### src/hdl/decode_config.svh
// Decode stage sizing: datapath width, register count and link register number
`ifndef DECODE_CONFIG_SVH
`define DECODE_CONFIG_SVH

`define WORD_WIDTH 16  // Datapath and instruction width
`define REG_COUNT  8   // Architectural registers
`define LINK_REG   7   // Written by JAL and JALR

`endif

### src/hdl/isa_pkg.sv
// Instruction set package: word, register index and opcode types with field extraction
`default_nettype none

`include "decode_config.svh"

package isaPkg;

    typedef logic [`WORD_WIDTH-1:0]        word_t;    // Instruction, operand or immediate
    typedef logic [$clog2(`REG_COUNT)-1:0] regIdx_t;  // Register number
    typedef logic [4:0]                    opcode_t;  // Top five instruction bits

    localparam opcode_t opHalt = 5'b00000;
    localparam opcode_t opSiic = 5'b00010;
    localparam opcode_t opRti  = 5'b00011;
    localparam opcode_t opSlbi = 5'b10010;
    localparam opcode_t opStu  = 5'b10011;
    localparam opcode_t opLbi  = 5'b11000;

    function automatic opcode_t opField(word_t instr);
        return instr[`WORD_WIDTH-1 -: 5];
    endfunction

    function automatic regIdx_t rsField(word_t instr);
        return instr[10:8];  // Rs, also LBI/SLBI/STU target
    endfunction

    function automatic regIdx_t rtField(word_t instr);
        return instr[7:5];  // Rt in R-format, Rd in I-format 1
    endfunction

    function automatic regIdx_t rdField(word_t instr);
        return instr[4:2];  // Rd in R-format
    endfunction

endpackage

`default_nettype wire

### src/hdl/ctrl_pkg.sv
// Control field package: destination, immediate and link selects plus ALU operation codes
`default_nettype none

package ctrlPkg;

    typedef enum logic [1:0] {
        destRs   = 2'b00,  // Bits 10..8
        destRdR  = 2'b01,  // Bits 4..2
        destLink = 2'b10,  // Link register
        destRdI  = 2'b11   // Bits 7..5
    } destSel_t;

    typedef logic [2:0] immSel_t;  // {sign extend, field size}

    localparam logic [1:0] immSize5  = 2'b00;
    localparam logic [1:0] immSize8  = 2'b01;
    localparam logic [1:0] immSize11 = 2'b10;

    localparam immSel_t immZext5  = {1'b0, immSize5};
    localparam immSel_t immSext5  = {1'b1, immSize5};
    localparam immSel_t immZext8  = {1'b0, immSize8};
    localparam immSel_t immSext8  = {1'b1, immSize8};
    localparam immSel_t immSext11 = {1'b1, immSize11};

    typedef enum logic [1:0] {
        linkNone = 2'b00,
        linkLbi  = 2'b01,  // Load immediate into Rs
        linkJump = 2'b10   // Write PC + 2 to link register
    } linkSel_t;

    typedef logic [4:0] aluOp_t;  // Normally the opcode itself

    localparam aluOp_t aluNop  = 5'b00001;
    localparam aluOp_t aluAddi = 5'b01000;  // Jump group forms PC + 2

endpackage

`default_nettype wire

### src/hdl/instrLatch.sv
// Instruction latch: takes strobed instructions, holds on stall, drops on flush and after halt
`default_nettype none

module instrLatch (
    input  wire                clk,
    input  wire                reset,
    input  wire isaPkg::word_t instr,       // From fetch
    input  wire                instrValid,  // Strobe for instr
    input  wire                stall,
    input  wire                flush,
    input  wire                haltSeen,    // Valid halt leaving the stage
    output isaPkg::word_t      idInstr,
    output logic               idValid
);

    logic haltedLatch;  // Sticky, blocks capture until reset
    logic accept;       // New instruction taken this edge

    assign accept = instrValid && !stall && !haltedLatch && !haltSeen;

    always_ff @(posedge clk) begin
        if (reset) begin
            idValid     <= 1'b0;
            haltedLatch <= 1'b0;
        end else begin
            if (haltSeen)
                haltedLatch <= 1'b1;
            if (flush)
                idValid <= 1'b0;      // Flush beats stall
            else if (!stall)
                idValid <= accept;    // Old one moved on, refill or empty
        end
    end

    always_ff @(posedge clk) begin
        if (accept && !flush)
            idInstr <= instr;         // Held while stalled
    end

endmodule

`default_nettype wire

### src/hdl/control.sv
// Control decoder: maps the 5-bit opcode to every control level of the pipeline
`default_nettype none

module control (
    input  wire isaPkg::opcode_t opcode,
    output logic                 regWrite,    // Register file write
    output ctrlPkg::destSel_t    destRegSel,  // Which field names the target
    output logic                 pcSel,       // PC + 2 + displacement
    output logic                 regJmp,      // Jump to Rs + imm
    output logic                 memEnable,   // Data memory access
    output logic                 memWr,       // Data memory write
    output ctrlPkg::aluOp_t      aluCntrl,
    output logic                 val2Reg,     // Memory data to register
    output logic                 aluSel,      // Immediate as second operand
    output ctrlPkg::immSel_t     immSel,
    output logic                 halt,
    output ctrlPkg::linkSel_t    linkReg,
    output logic                 siic,
    output logic                 bFlag
);

    always_comb begin
        regWrite   = 1'b0;               // Safe levels, no state change
        destRegSel = ctrlPkg::destRdI;
        pcSel      = 1'b0;
        regJmp     = 1'b0;
        memEnable  = 1'b0;
        memWr      = 1'b0;
        aluCntrl   = opcode;             // Opcode doubles as ALU op
        val2Reg    = 1'b0;               // ALU result to register
        aluSel     = 1'b1;
        immSel     = ctrlPkg::immSext5;
        halt       = 1'b0;
        linkReg    = ctrlPkg::linkNone;
        siic       = 1'b0;
        bFlag      = 1'b0;

        unique casez (opcode)
            5'b000??: begin              // HALT, NOP, SIIC, RTI
                bFlag = 1'b1;
                case (opcode)
                    isaPkg::opHalt: halt     = 1'b1;
                    isaPkg::opSiic: siic     = 1'b1;  // Passed on only
                    isaPkg::opRti:  aluCntrl = ctrlPkg::aluNop;
                endcase
            end

            5'b010??, 5'b101??: begin    // ADDI SUBI XORI ANDNI ROLI SLLI RORI SRLI
                regWrite = 1'b1;
                immSel   = opcode[1] ? ctrlPkg::immZext5
                                     : ctrlPkg::immSext5;  // Logic ops zero extend
            end

            5'b1000?: begin              // ST, LD
                memEnable = 1'b1;        // Address Rs + sext imm
                if (opcode[0]) begin     // LD
                    regWrite = 1'b1;
                    val2Reg  = 1'b1;
                end else begin           // ST
                    memWr = 1'b1;
                end
            end

            isaPkg::opStu: begin         // Store and write address back to Rs
                destRegSel = ctrlPkg::destRs;
                regWrite   = 1'b1;
                memEnable  = 1'b1;
                memWr      = 1'b1;
            end

            5'b11001, 5'b1101?, 5'b111??: begin  // BTR, ALU ops, shifts, compares
                destRegSel = ctrlPkg::destRdR;
                aluSel     = 1'b0;       // Rt as second operand
                immSel     = ctrlPkg::immZext5;
                regWrite   = 1'b1;
            end

            5'b011??: begin              // BEQZ BNEZ BLTZ BGEZ
                destRegSel = ctrlPkg::destRs;
                aluSel     = 1'b0;
                immSel     = ctrlPkg::immSext8;
                bFlag      = 1'b1;       // Resolved in execute
            end

            isaPkg::opLbi: begin
                destRegSel = ctrlPkg::destRs;
                regWrite   = 1'b1;
                immSel     = ctrlPkg::immSext8;
                linkReg    = ctrlPkg::linkLbi;
            end

            isaPkg::opSlbi: begin        // Rs <- (Rs << 8) | imm
                destRegSel = ctrlPkg::destRs;
                regWrite   = 1'b1;
                immSel     = ctrlPkg::immZext8;
            end

            5'b001??: begin              // J, JR, JAL, JALR
                destRegSel = ctrlPkg::destLink;
                aluCntrl   = ctrlPkg::aluAddi;
                bFlag      = 1'b1;
                if (opcode[0]) begin     // Register jumps
                    regJmp = 1'b1;
                    immSel = ctrlPkg::immSext8;
                end else begin           // Displacement jumps
                    pcSel  = 1'b1;
                    immSel = ctrlPkg::immSext11;
                end
                if (opcode[1]) begin     // Linking forms
                    regWrite = 1'b1;
                    linkReg  = ctrlPkg::linkJump;
                    bFlag    = ~opcode[0];  // JALR clears it
                end
            end
        endcase
    end

endmodule

`default_nettype wire

### src/hdl/immExtend.sv
// Immediate extender: picks the 5-, 8- or 11-bit field and sign or zero extends it
`default_nettype none

module immExtend (
    input  wire isaPkg::word_t    instr,
    input  wire ctrlPkg::immSel_t immSel,  // {sign extend, size}
    output isaPkg::word_t         imm
);

    localparam int wordBits = $bits(isaPkg::word_t);

    logic fill;  // Upper bits, zero unless sign extending

    always_comb begin
        case (immSel[1:0])
            ctrlPkg::immSize5: begin
                fill = immSel[2] & instr[4];
                imm  = {{(wordBits-5){fill}}, instr[4:0]};
            end
            ctrlPkg::immSize8: begin
                fill = immSel[2] & instr[7];
                imm  = {{(wordBits-8){fill}}, instr[7:0]};
            end
            ctrlPkg::immSize11: begin
                fill = immSel[2] & instr[10];
                imm  = {{(wordBits-11){fill}}, instr[10:0]};
            end
            default: begin       // Size code never issued
                fill = 1'b0;
                imm  = '0;
            end
        endcase
    end

endmodule

`default_nettype wire

### src/hdl/regFile.sv
// Register file: eight words, two combinational reads, one write with same-cycle bypass
`default_nettype none

`include "decode_config.svh"

module regFile (
    input  wire                  clk,
    input  wire                  reset,
    input  wire isaPkg::regIdx_t readReg1,
    input  wire isaPkg::regIdx_t readReg2,
    input  wire                  writeEnable,
    input  wire isaPkg::regIdx_t writeReg,
    input  wire isaPkg::word_t   writeData,
    output isaPkg::word_t        readData1,
    output isaPkg::word_t        readData2
);

    isaPkg::word_t regs [`REG_COUNT];

    always_ff @(posedge clk) begin
        if (reset) begin
            for (int i = 0; i < `REG_COUNT; i++)
                regs[i] <= '0;
        end else if (writeEnable) begin
            regs[writeReg] <= writeData;
        end
    end

    // Write data wins over the array in the same cycle
    assign readData1 = (writeEnable && writeReg == readReg1) ? writeData : regs[readReg1];
    assign readData2 = (writeEnable && writeReg == readReg2) ? writeData : regs[readReg2];

endmodule

`default_nettype wire

### src/hdl/decodeOut.sv
// Decode/execute register: picks the destination index, inserts bubbles and tracks halt
`default_nettype none

`include "decode_config.svh"

module decodeOut (
    input  wire                     clk,
    input  wire                     reset,
    input  wire                     stall,
    input  wire                     idValid,
    input  wire isaPkg::word_t      idInstr,
    input  wire                     regWrite,
    input  wire ctrlPkg::destSel_t  destRegSel,
    input  wire                     pcSel,
    input  wire                     regJmp,
    input  wire                     memEnable,
    input  wire                     memWr,
    input  wire ctrlPkg::aluOp_t    aluCntrl,
    input  wire                     val2Reg,
    input  wire                     aluSel,
    input  wire                     halt,
    input  wire ctrlPkg::linkSel_t  linkReg,
    input  wire                     siic,
    input  wire                     bFlag,
    input  wire isaPkg::word_t      idImm,
    input  wire isaPkg::word_t      rsData,
    input  wire isaPkg::word_t      rtData,
    output logic                    exValid,
    output isaPkg::word_t           exRsData,
    output isaPkg::word_t           exRtData,
    output isaPkg::word_t           exImm,
    output isaPkg::regIdx_t         exDestReg,
    output ctrlPkg::aluOp_t         exAluOp,
    output logic                    exRegWrite,
    output logic                    exMemEnable,
    output logic                    exMemWr,
    output logic                    exVal2Reg,
    output logic                    exAluSel,
    output logic                    exPcSel,
    output logic                    exRegJmp,
    output logic                    exBFlag,
    output ctrlPkg::linkSel_t       exLinkSel,
    output logic                    exSiic,
    output logic                    haltSeen,  // One cycle, back to the latch
    output logic                    halted
);

    logic            load;     // Real instruction moves on this edge
    logic            exHalt;
    isaPkg::regIdx_t destReg;

    assign load     = idValid && !stall && !haltSeen && !halted;
    assign haltSeen = exValid && exHalt;

    always_comb begin
        case (destRegSel)
            ctrlPkg::destRs:   destReg = isaPkg::rsField(idInstr);
            ctrlPkg::destRdR:  destReg = isaPkg::rdField(idInstr);
            ctrlPkg::destLink: destReg = isaPkg::regIdx_t'(`LINK_REG);
            default:           destReg = isaPkg::rtField(idInstr);  // Rd of I-format
        endcase
    end

    always_ff @(posedge clk) begin
        if (reset) begin
            exValid     <= 1'b0;
            exRegWrite  <= 1'b0;
            exMemEnable <= 1'b0;
            exMemWr     <= 1'b0;
            exPcSel     <= 1'b0;
            exRegJmp    <= 1'b0;
            exBFlag     <= 1'b0;
            exLinkSel   <= ctrlPkg::linkNone;
            exSiic      <= 1'b0;
            exHalt      <= 1'b0;
            halted      <= 1'b0;
        end else begin
            exValid     <= load;               // Bubble when low
            exRegWrite  <= load && regWrite;
            exMemEnable <= load && memEnable;
            exMemWr     <= load && memWr;
            exPcSel     <= load && pcSel;
            exRegJmp    <= load && regJmp;
            exBFlag     <= load && bFlag;
            exLinkSel   <= load ? linkReg : ctrlPkg::linkNone;
            exSiic      <= load && siic;
            exHalt      <= load && halt;
            if (haltSeen)
                halted <= 1'b1;                // Sticky until reset
        end
    end

    always_ff @(posedge clk) begin
        if (load) begin
            exRsData  <= rsData;
            exRtData  <= rtData;
            exImm     <= idImm;
            exDestReg <= destReg;
            exAluOp   <= aluCntrl;
            exVal2Reg <= val2Reg;
            exAluSel  <= aluSel;
        end
    end

endmodule

`default_nettype wire

### src/hdl/decodeStage.sv
// Decode stage top: latch, control decoder, immediate extender, register file, output register
`default_nettype none

module decodeStage (
    input  wire                     clk,
    input  wire                     reset,
    input  wire isaPkg::word_t      instr,
    input  wire                     instrValid,
    input  wire                     stall,
    input  wire                     flush,
    input  wire                     wbEnable,  // Write-back port
    input  wire isaPkg::regIdx_t    wbReg,
    input  wire isaPkg::word_t      wbData,
    output logic                    exValid,
    output isaPkg::word_t           exRsData,
    output isaPkg::word_t           exRtData,
    output isaPkg::word_t           exImm,
    output isaPkg::regIdx_t         exDestReg,
    output ctrlPkg::aluOp_t         exAluOp,
    output logic                    exRegWrite,
    output logic                    exMemEnable,
    output logic                    exMemWr,
    output logic                    exVal2Reg,
    output logic                    exAluSel,
    output logic                    exPcSel,
    output logic                    exRegJmp,
    output logic                    exBFlag,
    output ctrlPkg::linkSel_t       exLinkSel,
    output logic                    exSiic,
    output logic                    halted
);

    wire isaPkg::word_t     idInstr;   // Latched instruction
    wire                    idValid;
    wire                    haltSeen;
    wire                    regWrite;
    wire ctrlPkg::destSel_t destRegSel;
    wire                    pcSel;
    wire                    regJmp;
    wire                    memEnable;
    wire                    memWr;
    wire ctrlPkg::aluOp_t   aluCntrl;
    wire                    val2Reg;
    wire                    aluSel;
    wire ctrlPkg::immSel_t  immSel;
    wire                    halt;
    wire ctrlPkg::linkSel_t linkReg;
    wire                    siic;
    wire                    bFlag;
    wire isaPkg::word_t     idImm;
    wire isaPkg::word_t     rsData;
    wire isaPkg::word_t     rtData;

    instrLatch latch (.*);

    control ctrl (
        .opcode(isaPkg::opField(idInstr)),
        .*
    );

    immExtend immExt (
        .instr(idInstr),
        .imm  (idImm),
        .*
    );

    regFile regs (
        .clk        (clk),
        .reset      (reset),
        .readReg1   (isaPkg::rsField(idInstr)),
        .readReg2   (isaPkg::rtField(idInstr)),
        .writeEnable(wbEnable),
        .writeReg   (wbReg),
        .writeData  (wbData),
        .readData1  (rsData),
        .readData2  (rtData)
    );

    decodeOut outReg (.*);

endmodule

`default_nettype wire

### config.mk
export PLATFORM = sky130hd
export DESIGN_NAME = decodeStage
export DESIGN_NICKNAME = d
export VERILOG_FILES = /design/src/hdl/isa_pkg.sv /design/src/hdl/ctrl_pkg.sv /design/src/hdl/instrLatch.sv /design/src/hdl/control.sv /design/src/hdl/immExtend.sv /design/src/hdl/regFile.sv /design/src/hdl/decodeOut.sv /design/src/hdl/decodeStage.sv
export VERILOG_INCLUDE_DIRS = /design/src /design/src/hdl
export SDC_FILE = /design/constraint.sdc
export NUM_CORES = 1
export LEC_CHECK = 0
export ABC_AREA = 1
export BUFFER_PORTS_ARGS = -buffer_cell sky130_fd_sc_hd__buf_2
export CAP_MARGIN = 30
export CELL_PAD_IN_SITES_DETAIL_PLACEMENT = 1
export CELL_PAD_IN_SITES_GLOBAL_PLACEMENT = 2
export CORE_ASPECT_RATIO = 1.2
export CORE_MARGIN = 2
export CORE_UTILIZATION = 34
export DETAILED_ROUTE_END_ITERATION = 8
export HOLD_SLACK_MARGIN = 0.02
export PLACE_DENSITY = 0.74
export SETUP_SLACK_MARGIN = 0.1
export SLEW_MARGIN = 20
export SYNTH_ARGS = -nofsm -noshare
export SYNTH_HDL_FRONTEND = slang
export SYNTH_SLANG_ARGS = --single-unit
### constraint.sdc
create_clock -name clk -period 5.5 [get_ports clk]
set_input_delay 0 -clock clk [delete_from_list [all_inputs] [get_ports clk]]
set_output_delay 0 -clock clk [all_outputs]
set_load 0.05 [all_outputs]
==> results.ini, run 1 <==
[outcome]
outcome=finished clean

[timing]
final.setup.tns_ns=0
fmax_ghz=0.411
relSlewSlack=0.346
slew_violations=0
finalSetupViolCount=0
tightest_slew_ns=0.979
finalCriticalPeriod_ns=2.43
finalClockSkew_ns=0.0190
whs_ns=0.0259
hold_viol_final=0
rsz0062_at_grt=no
fin_crit_sh=0.443

[synthesis]
syn_nets=1095
ys.flop_type=edfxtp_1
ys_seq_area_frac=0.613
ys_types=30
synth_top_area_share=0.576
synth_edf_count=198
synth-async-reset-ratio=0
avgSynthCellArea_um2=9.79
yosysTopAreaCell=edfxtp_1
syn-cell-area_mm2=0.0103
ys_ff_latch=217
ys.warnings.count=0
syn_inst=1054
synthTopCellsByArea=edfxtp_1, nor2_1, nand3_1, o21ai_0, o211ai_1

[floorplanning]
dieArea_mm2=0.0318
rows=69
die_h_um=195
ioPinCount=110
initial_utilization=0.346
dieWidth_um=163
coreArea_mm2=0.0298

[finish]
multi_input_area_mm2=0.00323
fillers=3379
instances_no_fill=1563
fin_util=0.410
diodes=0
fin_nets=1196
area_delta_synth_final_pct=18.3
register_area_mm2=0.00634
drive_gt1_frac=0.162

[setup_path]
reg2reg_slack_ns=3.07
worstPathRequired_ns=5.72
critPathKind=reg2reg
critPathMaxFanout=76
reg2reg_to=outReg.exRtData[3]$_DFFE_PP_
critical_path.max_stage_delay_ns=0.71
path_buf_inv=1
cp_top_family=buffers and inverters
worst_ep_arrival_time_ns=2.65
crit_chain=buf_4 -> a21oi_1 -> o21ai_0 -> nand3_1 -> nand3_1 -> o21ai_0
cp_slowest_cell=buf_4
r2r_cells=6
endpoint_kind=flop
startpoint_type=flop

[route]
final_antenna_net_count=0
drt_iter0_markers=472
avgViaCountPerCell=5.25
first_pass_iters=5
wl_per_cell_um=21.3
drc_errors=0
drt_wl_total_um=33300
vias=8199

[global_routing]
grt_pass1_wl_um=51000
grt_usage=0.211
antenna_found_initial=0
grt_overflow=0
grt_pass1_vias=8588
grt_max_degree=77

[placed_design]
hpwl_um=20500
dp_cells=1489
port_buffers=109
gp_congestion=0.777

[clocking]
max-clock-path-buffers=3
cts_tree=done
cts_setup_buffers=0
h-tree-depth=1
insertion_delay_ns=0.53
clk_pin_slew_worst_paths_ns=0.06
cts-resized-gates=0
cts_buffers=25
cts_sinks=217
cts-root-buf=clkbuf_16
ctsHoldBuffers=28

[hold_path]
min_from=wbData[8]
holdCritPathClass=in2reg
hold_path_end=regs.regs[6][8]$_SDFFCE_PN0P_
hold_depth=3

[power]
powerDensity_mw_per_mm2=320
peakVddDrop_v=0.000250
p_leak_uw=0.00479

[run]
drv_cap=0

## per-layer routing
layer  track usage  vias to the layer above  routed length (um)
met4        0.0570                        0                 755
met1         0.269                     4084               14200
met3        0.0393                       53                1730
met2         0.367                      200               16600
li1              -                     3862                   -
met5             0                        -                   0
## cell families after synthesis
group	share of synthesized area
flip-flops	0.613
AND/OR/NAND/NOR	0.176
buffers and inverters	0.0747
AO/OA/AOI/OAI	0.136
## cell usage in the layout, fill, tap and decap left out, types with 2 or more instances in the layout
cell	n
edfxtp_1	198
nor2_1	151
nand2_1	112
buf_2	109
nand3_1	108
o21ai_0	103
inv_1	88
a21oi_1	69
o211ai_1	64
dlygate4sd3_1	28
clkbuf_16	26
clkinv_1	19
dfxtp_1	15
nand2_2	12
clkbuf_1	9
o21ai_1	6
buf_8	6
buf_4	6
nor2_4	5
nor3_1	5
nand3_2	4
nor2_2	3
inv_2	3
dfxtp_4	3
clkinv_2	3
nand4_1	2
o22ai_1	2
nor4_1	2
## worst max path at each step
stage	cells after the start	startpoint	endpoint	slack, ns
floorplan	6	outReg.exValid$_SDFF_PP0_	outReg.exMemWr$_SDFF_PP0_	1.98
CTS	6	flop	outReg.exRtData[1]$_DFFE_PP_	3.06
detailed placement	6	flop	outReg.exRtData[1]$_DFFE_PP_	3.07
global route	6	flop	outReg.exRtData[1]$_DFFE_PP_	2.83
finish	6	flop	outReg.exRtData[3]$_DFFE_PP_	3.07
global placement	5	latch.idInstr[7]$_DFFE_PP_	outReg.exRtData[3]$_DFFE_PP_	2.99
## report_power, final
group / internal (uW) / switching [uW] / total, uW
clock network: 927 / 668 / 1590
logic: 117 / 251 / 368
registers: 1880 / 56.0 / 1940
total: 2920 / 975 / 3900
## Yosys cell counts (8+ instances only)
| cell | instances |
|---|---|
| nand2_1 | 113 |
| buf_1 | 8 |
| o21ai_0 | 103 |
| edfxtp_1 | 198 |
| a21oi_1 | 69 |
| o211ai_1 | 64 |
| clkinv_1 | 16 |
| nand3_1 | 108 |
| buf_2 | 37 |
| clkbuf_1 | 23 |
| nor2_1 | 151 |
| nand2_2 | 11 |
| inv_1 | 88 |
| dfxtp_1 | 19 |
## sequential cells by signal, indices dropped and copies added, names as in the netlist, 2 cells and up, named ones only
name              count
outReg.exAluOp        5
regs.regs           128
outReg.exRsData      16
outReg.exImm         12
latch.idInstr        16
outReg.exLinkSel      2
outReg.exRtData      16
outReg.exDestReg      3
## per-stage QoR
step / total power, uW / worst slack (ns) / instance area, um^2
after floorplan: 2190 / 1.98 / 10300
after global placement: 2310 / 2.99 / 11000
after detailed placement: 2320 / 3.07 / 11100
after CTS: 3940 / 3.06 / 12200
after global routing: 4050 / 2.83 / 12200
final: 3900 / 3.07 / 12200
## worst reg2reg max path, stage by stage (launching register included)
cell     delay [ns]
dfxtp_4        0.68
buf_4          0.72
a21oi_1        0.18
o21ai_0        0.11
nand3_1        0.13
nand3_1        0.14
o21ai_0        0.19
## area by class of cell
class                   count  share of cell area
clock buffers              36              0.0572
clock inverters             9             0.00595
inverters                 107              0.0329
multi-input cells         654               0.265
flip-flops and latches    217               0.519
well taps                 390              0.0400
repair buffers            150              0.0797
Note: power is estimated with default switching activity, not from simulation.
==> run 2, diff against run 1 <==
Settings changed: CORE_UTILIZATION 34 to 38, PLACE_DENSITY 0.74 to 0.79.
Clock period 5.5 ns to 2.42 ns, I/O delays scaled along.
==> results.ini, run 2 (synthesized netlist as in run 1, its figures left out) <==
[floorplanning]
dieWidth_um=154  ; -5.3%
coreArea_mm2=0.0269  ; -9.6%
ioPinCount=110  ; unchanged
rows=66  ; -4.3%
initial_utilization=0.383  ; +0.0368
dieArea_mm2=0.0285  ; -10%
die_h_um=184  ; -5.3%

[finish]
final_area_mm2=0.0123  ; +1.1%
final_cell_mix=edfxtp_1, nor2_1, nand2_1
largest_register=regs.regs
area_delta_synth_final_pct=19.6
diodes=0  ; unchanged
mostFrequentLayoutCell=edfxtp_1
fillers=3062  ; -9.4%
largest_reg_flops=128  ; unchanged
multi_input_area_mm2=0.00324  ; about the same
register_area_mm2=0.00634  ; about the same
drive_gt1_frac=0.182  ; +0.0201
instances_no_fill=1526  ; -2.4%
fin_nets=1209  ; +1.1%

[route]
final_antenna_net_count=0  ; unchanged
vias=8202  ; +0.037%
avgViaCountPerCell=5.37  ; +2.5%
drt_wl_total_um=32400  ; -2.7%
first_pass_iters=4  ; -1
drc_errors=0  ; unchanged
wl_per_cell_um=21.2  ; -0.31%
drt_iter0_markers=462  ; -2.1%

[clocking]
cts-resized-gates=0  ; unchanged
cts_sinks=217  ; unchanged
insertion_delay_ns=0.53  ; about the same
cts-root-buf=clkbuf_16
clk_pin_slew_worst_paths_ns=0.07  ; about the same
h-tree-depth=1  ; unchanged
cts_tree=done
max-clock-path-buffers=3  ; unchanged
cts_buffers=24  ; -4.0%

[hold_path]
holdCritPathClass=in2reg

[timing]
final.setup.tns_ns=0  ; unchanged
finalClockSkew_ns=0.0168  ; -0.00223 ns
relSlewSlack=0.469  ; +0.123
rsz0062_at_grt=no
hold_viol_final=0  ; unchanged
fmax_ghz=0.496
finalCriticalPeriod_ns=2.02
tightest_slew_ns=0.795  ; -0.184 ns
whs_ns=0.0151  ; -0.0108 ns
slew_violations=0  ; unchanged
finalSetupViolCount=0  ; unchanged
fin_crit_sh=0.833

[global_routing]
antenna_found_initial=0  ; unchanged
grt_max_degree=75  ; -2.6%
grt_usage=0.230  ; +0.0187
grt_pass1_wl_um=49800  ; -2.4%
grt_pass1_vias=8504  ; -0.98%
grt_overflow=0  ; unchanged

[placed_design]
port_buffers=109  ; unchanged
dpl-instance-area_mm2=0.0113  ; +1.1%
gp_congestion=0.793  ; +1.9%
hpwl_um=21800  ; +6.6%
dp_cells=1457  ; -2.1%

[setup_path]
critPathMaxFanout=17  ; -78%
endpoint_kind=flop
crit_top_cell=nand2_1
crit_chain=dlygate4sd3_1 -> buf_2 -> inv_2 -> nand2_1 -> nor2_4 -> nand2_2 -> nand2_1
critical_path.max_stage_delay_ns=0.69  ; -0.02 ns
startpoint_type=primary input
reg2reg_slack_ns=0.62  ; -2.45 ns
cp_slowest_cell=nand2_1
worst_ep_arrival_time_ns=2.16  ; -0.49 ns
critPathKind=in2reg
cp_top_family=simple AND/OR/NAND/NOR gates
worstPathRequired_ns=2.57  ; -3.15 ns
path_buf_inv=3  ; +2

[power]
peakVddDrop_v=0.000479  ; +92%
swShare=0.247  ; -0.00347
p_int_uw=6850  ; +130%
p_leak_uw=0.00489  ; +2.3%
powerDensity_mw_per_mm2=737  ; +130%
p_seq_frac=0.482  ; -0.015
power.share.clock=0.421  ; +0.012
pwr-share-comb=0.096  ; +0.002
p_sw_uw=2240  ; +130%

[outcome]
outcome=finished clean

[run]
drv_cap=0  ; unchanged

[run 2: cell types whose count changed in the layout (fill, tap and decap cells not counted), sizes merged]
cell / previous run / this run
inv: 92 / 91
bufinv: 1 / 3
dlygate4sd3: 28 / 25
clkinvlp: 1 / 3
clkinv: 22 / 24
buf: 122 / 139
clkbuf: 36 / 30
[run 2: power groups by stage]
stage          clock [uW]  sequential (uW)  combinational (uW)
6_report             3830             4380                 876
5_1_grt              4010             4400                 980
4_1_cts              3890             4380                 884
3_5_place_dp            0             4460                 849
3_3_place_gp            0             4460                 834
2_1_floorplan           0             4440                 533
[run 2: worst reg2reg max path: cells and delay by family, from the launching register on]
family | cells | cell delay (ns)
and+or+nand+nor | 3 | 0.47
buffers and inverters | 2 | 0.45
DFF | 1 | 0.39
AOI/OAI and AO/OA | 2 | 0.31
[run 2: timing repair]
action,in CTS,in global routing
buffers inserted,0,0
setup endpoints to repair,0,0
endpoints found under the hold margin,60,0
hold buffers,25,0
[run 2: routing by layer]
metal  share of wire  track usage
met4           0.022       0.0611
met1            0.41        0.281
met2            0.52        0.428
met3           0.043       0.0289
met5               0            0
[run 2: layout make-up]
type,instances,share of cell area
tap,340,0.0345
timing repair buffer,164,0.0899
sequential,217,0.514
inverter,107,0.0326
clock inverter,14,0.0120
clock buffer,30,0.0547
multi-input combinational,654,0.262
[run 2: path summary, 6_finish.rpt]
path | from | cells after the start | end
max | reset | 7 | regs.regs[6][8]$_SDFFCE_PN0P_
min reg2reg | latch.idInstr[1]$_DFFE_PP_ | 0 | outReg.exImm[1]$_DFFE_PP_
min | wbData[2] | 3 | regs.regs[6][2]$_SDFFCE_PN0P_
max reg2reg | latch.idInstr[8]$_DFFE_PP_ | 7 | outReg.exRsData[3]$_DFFE_PP_
[run 2: stage by stage]
stage                     setup WS, ns  utilization  power, uW
final                            0.405        0.458       9090
after global routing             0.294        0.458       9390
after floorplan                 -0.226            -       4970
after CTS                        0.416        0.458       9160
after detailed placement         0.445        0.418       5310
after global placement           0.512        0.418       5290
==> run 3, diff against run 2 <==
Settings changed: CORE_UTILIZATION 38 to 34, PLACE_DENSITY 0.79 to 0.74.
Clock period 2.42 ns to 1.75 ns, I/O delays scaled along.
==> results.ini, run 3 (synthesized netlist as in run 1, its figures left out) <==
[route]
drc_errors=0  ; unchanged
drt_iter0_markers=454  ; -1.7%
wl_per_cell_um=20.5  ; -3.4%
avgViaCountPerCell=5.25  ; -2.3%
vias=8529  ; +4.0%
first_pass_iters=5  ; +1
final_antenna_net_count=0  ; unchanged
drt_wl_total_um=33300  ; +2.9%

[power]
p_leak_uw=0.00515  ; +5.2%
powerDensity_mw_per_mm2=949  ; +29%
finalPower_uw=12200  ; +34%
peakVddDrop_v=0.000724  ; +51%

[clocking]
cts_buffers=24  ; unchanged
cts_sinks=217  ; unchanged
max-clock-path-buffers=3  ; unchanged
cts-root-buf=clkbuf_16
clk_pin_slew_worst_paths_ns=0.07  ; about the same
h-tree-depth=1  ; unchanged
cts_tree=done
insertion_delay_ns=0.52  ; about the same

[setup_path]
reg2reg_to=outReg.exImm[6]$_DFFE_PP_
crit-reg2reg-launch=latch.idInstr[14]$_DFFE_PP_
worst_ep_arrival_time_ns=1.88  ; -0.28 ns
startpoint_type=flop
worstPathRequired_ns=2.00  ; -0.57 ns
critPathKind=reg2reg
reg2reg_slack_ns=0.12  ; -0.50 ns
r2r_cells=8  ; +1
critPathMaxFanout=7  ; -10
endpoint_kind=flop

[floorplanning]
ioPinCount=110  ; unchanged
coreArea_mm2=0.0298  ; +11%
dieWidth_um=163  ; +5.6%
dieArea_mm2=0.0318  ; +11%
die_h_um=195  ; +5.6%
rows=69  ; +4.5%
initial_utilization=0.346  ; -0.0368

[timing]
finalCriticalPeriod_ns=1.63
finalClockSkew_ns=0.0131  ; -0.00370 ns
hold_viol_final=0  ; unchanged
rsz0062_at_grt=yes
fin_crit_sh=0.929
relSlewSlack=0.691  ; +0.222
slew_violations=0  ; unchanged
finalSetupViolCount=0  ; unchanged
fmax_ghz=0.615
tightest_slew_ns=0.461  ; -0.334 ns

[run]
drv_cap=0  ; unchanged

[global_routing]
grt_max_degree=55  ; -27%
grt_pass1_wl_um=51300  ; +3.0%
grt_pass1_vias=8996  ; +5.8%
antenna_found_initial=0  ; unchanged
grt_usage=0.212  ; -0.0175
grt_overflow=0  ; unchanged

[placed_design]
dpl-instance-area_mm2=0.0117  ; +3.7%
port_buffers=109  ; unchanged
hpwl_um=22100  ; +1.3%
gp_congestion=0.771  ; -2.7%

[hold_path]
min_from=wbData[9]
hold_depth=3  ; unchanged
hold_path_end=regs.regs[1][9]$_SDFFCE_PN0P_
holdCritPathClass=in2reg

[finish]
diodes=0  ; unchanged
fin_nets=1258  ; +4.1%
fillers=3384  ; +11%
final_cell_mix=edfxtp_1, nor2_1, nand2_1, buf_2, nand3_1
mostFrequentLayoutCell=edfxtp_1
largest_register=regs.regs
drive_gt1_frac=0.215  ; +0.0325
register_area_mm2=0.00634  ; unchanged
area_delta_synth_final_pct=24.7
final_area_mm2=0.0129  ; +4.2%
multi_input_area_mm2=0.00327  ; +1.2%
largest_reg_flops=128  ; unchanged

[outcome]
outcome=finished clean

## run 3: power by group
part | internal [uW] | switching [uW] | leakage, uW | total (uW)
Combinational | 473 | 872 | 0.00276 | 1350
Clock | 2840 | 2000 | 0.000369 | 4840
Sequential | 5900 | 113 | 0.00202 | 6020
Total | 9220 | 2990 | 0.00515 | 12200
## run 3: cell type report
cell class              instances  area share
clock buffers                  41      0.0572
clock inverters                 3     0.00117
inverters                     107      0.0314
multi-input cells             654       0.255
flip-flops and latches        217       0.493
well taps                     390      0.0379
repair buffers                213       0.124
## run 3: how the worst max path moves through the flow
stage          depth (start not counted)                        end                   startpoint
2_1_floorplan                          6  outReg.exMemWr$_SDFF_PP0_    outReg.exValid$_SDFF_PP0_
3_3_place_gp                           8  outReg.exImm[7]$_DFFE_PP_  latch.idInstr[14]$_DFFE_PP_
3_5_place_dp                           8  outReg.exImm[7]$_DFFE_PP_  latch.idInstr[14]$_DFFE_PP_
4_1_cts                                7  outReg.exImm[6]$_DFFE_PP_  latch.idInstr[13]$_DFFE_PP_
5_1_grt                                8  outReg.exImm[6]$_DFFE_PP_  latch.idInstr[13]$_DFFE_PP_
6_report                               8  outReg.exImm[6]$_DFFE_PP_  latch.idInstr[14]$_DFFE_PP_
## run 3: what timing repair did
| item | 4_1_cts | 5_1_grt |
|---|---|---|
| setup buffers | 3 | 11 |
| hold endpoints to repair | 85 | 0 |
| hold buffers | 28 | 0 |
| resized for setup | 3 | 12 |
| pin swaps | 0 | 3 |
| endpoints found under the setup margin | 11 | 22 |
## run 3: metrics by stage
stage | util | setup WS (ns) | hold WS [ns] | instances | TNS, ns
after floorplan | - | -0.896 | 0.0594 | 1054 | -44.47
after global placement | 0.392 | 0.0990 | 0.177 | 1539 | 0
after detailed placement | 0.392 | 0.0527 | 0.178 | 1539 | 0
after CTS | 0.428 | 0.112 | 0.0202 | 1614 | 0
after global routing | 0.432 | 0.0448 | 0.0522 | 1625 | 0
final | 0.432 | 0.124 | 0.0204 | 1625 | 0
## run 3: metal layers
metal	global-route usage	vias to the layer above	share of wire
met2	0.377	228	0.51
met1	0.268	4250	0.42
met4	0.0698	0	0.030
met5	0	-	0
li1	-	3985	-
met3	0.0228	66	0.041
## run 3: critical path, cell delays in order, from the launching register on
cell and delay (ns):
edfxtp_1 0.50, inv_2 0.13, nand2_4 0.07, nor2_4 0.17, inv_4 0.08, nor2_4 0.15, nor2_4 0.07, nand2_4 0.09
o21ai_0 0.11
